**config.mk**
```make
export PLATFORM = sky130hd
export DESIGN_NAME = preDecoder
export DESIGN_NICKNAME = d
export VERILOG_FILES = /design/src/verilog/decodeQueuePkg.sv /design/src/verilog/preDecoder.sv
export SDC_FILE = /design/constraint.sdc
export NUM_CORES = 1
export LEC_CHECK = 0
export ABC_AREA = 1
export BUFFER_PORTS_ARGS = -buffer_cell sky130_fd_sc_hd__buf_2
export CAP_MARGIN = 20
export CORE_AREA = 2 2 339 341
export DETAILED_ROUTE_END_ITERATION = 8
export DIE_AREA = 0 0 341 343
export GPL_TIMING_DRIVEN = 0
export PLACE_DENSITY = 0.32
export SYNTH_ARGS = -nofsm -noshare
export SYNTH_HDL_FRONTEND = slang
export SYNTH_SLANG_ARGS = --single-unit
```
**constraint.sdc**
```tcl
create_clock -name clk -period 3.6 [get_ports clk]
set_input_delay 0.72 -clock clk [delete_from_list [all_inputs] [get_ports clk]]
set_output_delay 0.72 -clock clk [all_outputs]
set_load 0.03 [all_outputs]
```
**src/verilog/decodeQueuePkg.sv**
```systemverilog
package decodeQueuePkg;

  localparam int MaxFetchWidth    = 8;  // Widest bundle fetch can ever hand over.
  localparam int MaxDispatchWidth = 4;  // Widest group the back end can ever take.

  // Opcode 0 selects the register format and every other opcode carries an immediate.
  localparam logic [5:0] OpRType       = 6'd0;
  localparam logic [5:0] OpBranchFirst = 6'd4;  // Lowest branch opcode.
  localparam logic [5:0] OpBranchLast  = 6'd7;  // Highest branch opcode, inclusive.

  // Register format of a 32-bit instruction word.
  typedef struct packed {
    logic [5:0] opcode;
    logic [4:0] rs;
    logic [4:0] rt;
    logic [4:0] rd;
    logic [4:0] shamt;
    logic [5:0] funct;
  } rTypeInst_t;

  // Immediate format of the same word. Opcode, rs and rt share their bits with the R view.
  typedef struct packed {
    logic [5:0]  opcode;
    logic [4:0]  rs;
    logic [4:0]  rt;
    logic [15:0] imm;
  } iTypeInst_t;

  // One fetched word, which the decoder reads in whichever format its opcode selects.
  typedef union packed {
    rTypeInst_t  r;
    iTypeInst_t  i;
    logic [31:0] raw;
  } instWord_u;

  // Decoded packet as it sits in the instruction buffer (71 bits).
  typedef struct packed {
    logic [31:0] pc;
    logic [5:0]  opcode;
    logic [4:0]  srcA;
    logic [4:0]  srcB;
    logic [4:0]  dest;      // Zero when the instruction writes no register.
    logic [15:0] imm;
    logic        isBranch;
    logic        hasImm;
  } decodedInst_t;

  typedef struct packed {
    logic [31:0]                     pc;     // PC of slot 0.
    instWord_u [MaxFetchWidth-1:0]   words;
  } fetchBundle_t;

  typedef struct packed {
    logic [MaxFetchWidth-1:0]         valid;
    decodedInst_t [MaxFetchWidth-1:0] packets;
  } decodeBundle_t;

  typedef struct packed {
    decodedInst_t [MaxDispatchWidth-1:0] packets;  // Packet 0 is the oldest.
  } dispatchBundle_t;

endpackage

```
**src/verilog/preDecoder.sv**
```systemverilog
`timescale 1ns/1ps

// Decode stage between fetch and the instruction buffer.
// Each slot of the incoming bundle is split into a decoded packet in
// plain logic, and the whole bundle is captured on the next edge.
// The stage never stalls by itself. Fetch holds its valid low while the
// buffer asks for a fetch stall.
module preDecoder #(
  parameter int FetchWidth = 8
) (
  input  logic                                 clk,
  input  logic                                 rst_i,
  input  logic                                 flush_i,
  input  logic                                 fetchValid_i,
  input  logic [decodeQueuePkg::MaxFetchWidth-1:0] fetchVector_i,
  input  decodeQueuePkg::fetchBundle_t         fetch_i,
  output decodeQueuePkg::decodeBundle_t        decoded_o
);

  logic [decodeQueuePkg::MaxFetchWidth-1:0]                        validNext;
  decodeQueuePkg::decodedInst_t [decodeQueuePkg::MaxFetchWidth-1:0] packetsNext;

  logic [decodeQueuePkg::MaxFetchWidth-1:0]                        validQ;    // Registered slot mask.
  decodeQueuePkg::decodedInst_t [decodeQueuePkg::MaxFetchWidth-1:0] packetsQ;  // Registered packets.

  for (genvar s = 0; s < decodeQueuePkg::MaxFetchWidth; s++) begin : gSlot
    decodeQueuePkg::instWord_u    word;
    decodeQueuePkg::decodedInst_t pkt;
    logic                         isRType;
    logic                         isBranch;

    assign word     = fetch_i.words[s];
    assign isRType  = (word.r.opcode == decodeQueuePkg::OpRType);  // Opcode sits in the same bits.
    assign isBranch = (word.i.opcode >= decodeQueuePkg::OpBranchFirst) &&
                      (word.i.opcode <= decodeQueuePkg::OpBranchLast);

    always_comb begin
      pkt.pc       = fetch_i.pc + 32'(s * 4);  // Slots are consecutive words.
      pkt.opcode   = word.i.opcode;  // Opcode and rs occupy the same bits in both views.
      pkt.srcA     = word.i.rs;
      pkt.isBranch = isBranch;
      pkt.hasImm   = !isRType;
      if (isRType) begin
        // Register format reads two sources and writes rd.
        pkt.srcB   = word.r.rt;
        pkt.dest   = word.r.rd;
        pkt.imm    = '0;  // No immediate field in this format.
      end else begin
        pkt.srcB   = '0;
        // A branch compares registers and writes none, other immediates write rt.
        pkt.dest   = isBranch ? 5'd0 : word.i.rt;
        pkt.imm    = word.i.imm;
      end
    end

    // Slots beyond the configured width never carry an instruction.
    assign validNext[s]   = (s < FetchWidth) ? (fetchValid_i && fetchVector_i[s]) : 1'b0;
    assign packetsNext[s] = pkt;
  end

  // The valid mask is control state and is cleared by reset or by a flush.
  always_ff @(posedge clk) begin
    if (rst_i || flush_i) begin
      validQ <= '0;
    end else begin
      validQ <= validNext;  // Captured every cycle, even an empty bundle.
    end
  end

  // Packet payload only matters where the mask is set.
  always_ff @(posedge clk) begin
    packetsQ <= packetsNext;
  end

  assign decoded_o = '{valid: validQ, packets: packetsQ};

endmodule

```
# == Word-level counts from Yosys, hierarchy flattened ==
# Index checks and enable logic that the tools add are counted.
# word_totals
regBits,576
out_inout_bits,576
word_cells,137
# op_classes
add_sub_neg,7
order_cmp,16
n_mux,16
reduce_logical,33
# op_table
operator,n
$mux 21,8
$add 32x5->32 const B,4
$add 32x4->32 const B,2
$ge 6x3->1 const B,8
$le 6x3->1 const B,8
$logic_not 6->1,8
$mux 5,8
$add 32x3->32 const B,1
$logic_and 1x1->1,16
$logic_not 1->1,8
$logic_or 1x1->1,1

# == Logic depth before layout (Yosys ltp) ==
# logic_depth
depth_word,4
ltp_mapped,10

# == Worst setup path after synthesis ==
# OpenSTA, ideal clock, no wires.
# synth_timing
path_type,input-to-reg
from,input port fetch_i[260] (netlist name)
to,register packetsQ (netlist bit decoded_o[566])
t_arrival_ps,1918
t_required_ps,3487
setup_slack_ps,1569
stages,9
cell_sequence,inv_1 -> ha_1 -> inv_1 -> o21ai_1 -> nand2_2 -> nor2_1 -> nand2_1 -> nand2_1 -> nand2_1
# synth_rtl
element,line,text
start: declaration,preDecoder.sv:16,"input decodeQueuePkg::fetchBundle_t fetch_i,"
end signal: assignment,preDecoder.sv:72,packetsQ <= packetsNext;
end: declaration,preDecoder.sv:24,decodeQueuePkg::decodedInst_t [decodeQueuePkg::MaxFetchWidth-1:0] packetsQ;

==> out/metrics.csv <==
metric;value;unit
DRT antenna net count;0;
Sinks on Clock Net;552;
worst relative slew slack;34.84;%
Fin Setup TNS;0;ns
CP endpoint kind;flop;
dominant cell type by count on the critical path;nand2_1;
Setup Buffers After CTS;0;
Via density;3.441;
post-DR wirelength/cell;20.87;µm
RSZ-0062 raised after global routing;no;
GP Congestion;0.8077;
Remaining Overflow, GRT;0;
# rows;124;
Worst Tran Pin Value;0.9774;ns
Post-Syn Nets;2192;
CP required;4.12;ns
synthesis-to-finish area growth;49.82;%
post-DP HPWL;76490;µm
stages on the worst setup path;9;
WS Path Type;in -> reg;
fin. max-slew vios;0;
fin crit period;2.617;ns
initial detailed-routing violation count;546;
All-Layer GR Usage;15.07;%
CP top delay family;simple AND/OR/NAND/NOR gates;
Fin. Hold Viols;0;
FMAX;0.3821;GHz
first-pass GRT wire length;121900;µm
antenna violations before repair;57;
chip height;343;µm
Nets;3142;
post-synthesis cell type count;27;
Final setup viols;0;
P per Cell Area;604.9;nW/µm²
via count of the routed design;15160;
Clock Path Buffers;3;
port buffer count;875;
core area;113400;µm²
Setup crit start kind;input port;
clock slew at reported path FFs;0.06;ns
dpl cells;4270;
CTS tree;yes;
largest net degree at the start of global routing;12;
Post-Route WL;91910;µm
Post-Syn Area;17470;µm²
clk root buf;clkbuf_16;
fin crit share;72.70;%
H-tree lvl count;3;
Die ar.;117000;µm²
post-cts resize count;0;
Area contributors post-synth;dfxtp_1 63%, nand2_1 9.2%, inv_1 6.6%;
vias in the first global route;14910;
Finished Layout Cells;4404;
WHS Path Cells;1;
Cells after Synth;1883;
die width;341;µm
Remaining DRCs;0;
LEAKAGE;13.88;nW
sequential element share of the synthesized area;63.26;%
total CTS buffers;73;
CP max FO;11;
WP buf/inv;2;
syn_area_per_cell;9.277;µm²
Slowest-stage cell, CP;nor2_1;
crit-path cells;buf_2, inv_1, ha_1, nand2_1, nand2_1, nor2_1, nand2_1, nand2_1, nand2_1;
CP max stage delay;0.47;ns
number of synthesis warnings;0;
Max Cap Viol;0;
Yosys top cell by area;dfxtp_1;
Starting Density;15.40;%
num ports;876;
post-synth top area share;63.26;%
Finished Core Util;23.08;%
DRT Pass-1 Iters;4;
hold_buf cts;0;
highest ir drop seen on vdd;355.7;µV
worst hold path class;in -> reg;
Yosys reg bits;552;
Arr. time, crit path;3.13;ns
outcome;finished, final reports clean;
layout cell share with drive strength beyond 1;38.54;%
registers in the layout, summed over array words and instances, names as in the netlist:
name and flops:
decoded_o 544, validQ 8
area by class of cell:
type / instances / area [µm²]
clock buffer: 102 / 2097
tap: 1512 / 1892
buffer: 84 / 523.0
inverter: 313 / 1175
antenna: 7 / 17.52
timing repair buffer: 875 / 4379
multi-input combinational: 934 / 4721
sequential: 552 / 11050
clock inverter: 25 / 317.8
fill: 12740 / 87240
cells in the mapped netlist (all sizes together):
library cell	instances
a21oi	7
buf	59
clkbuf	25
clkinv	3
dfxtp	552
ha	9
inv	310
nand2	452
nand3	138
nand4	1
nor2	170
nor3	2
o21ai	50
xnor2	4
xor2	101
through the flow:
step / worst slack [ns] / power (mW) / hold WS, ns / area [µm²]
final: 0.9827 / 15.83 / 0.1857 / 26170
after global routing: 0.8250 / 16.52 / 0.1347 / 26170
after CTS: 0.8287 / 16.19 / 0.1115 / 26160
after detailed placement: 0.1425 / 8.589 / 0.8236 / 23740
after global placement: 0.1498 / 8.593 / 0.8227 / 23740
after floorplan: 1.569 / 7.738 / 0.7477 / 17470
cell families (layout without fill, tap and decap cells):
family / after synthesis / count (layout) / share of synthesized area, %
XOR/XNOR: 105 / 105 / 5.264
buffers and inverters: 397 / 1399 / 9.719
other: 0 / 7 / 0
flip-flops: 552 / 552 / 63.26
AND/OR/NAND/NOR: 763 / 763 / 19.42
adder cells (fa/ha/maj): 9 / 9 / 0.6446
AO/OA/AOI/OAI: 57 / 57 / 1.697
final timing paths:
path / start / endpoint / slack, ns
setup / recovery: fetch_i[259] / decoded_o[563]$_DFF_P_ / 0.98
hold / removal: fetch_i[215] / decoded_o[456]$_DFF_P_ / 0.19
power by group:
| part | switching, mW | internal [mW] |
|---|---|---|
| clock | 2.97 | 4.44 |
| sequential | 0.0877 | 6.45 |
| combinational | 1.38 | 0.505 |
routing by layer:
metal,global-route usage (%),up-vias,wire length [µm]
li1,-,7464,-
met1,15.97,6870,34070
met2,27.29,632,46730
met3,6.394,187,8770
met4,3.956,2,2333
met5,0,-,13
placed cells by master, fill, tap and decap left out, types with 4 or more instances in the layout:
master,count
buf_2,888
dfxtp_1,552
nand2_1,429
inv_1,307
nand3_1,138
nor2_1,135
xor2_1,101
clkbuf_16,74
o21ai_0,49
buf_4,41
clkbuf_1,39
nor2_4,19
clkbuf_8,14
nor2_2,13
nand2_2,12
nand2_4,10
ha_1,9
clkinv_2,9
diode_2,7
buf_6,5
bufinv_16,5
a21oi_1,4
xnor2_1,4
(Power assumes the default switching activity.)
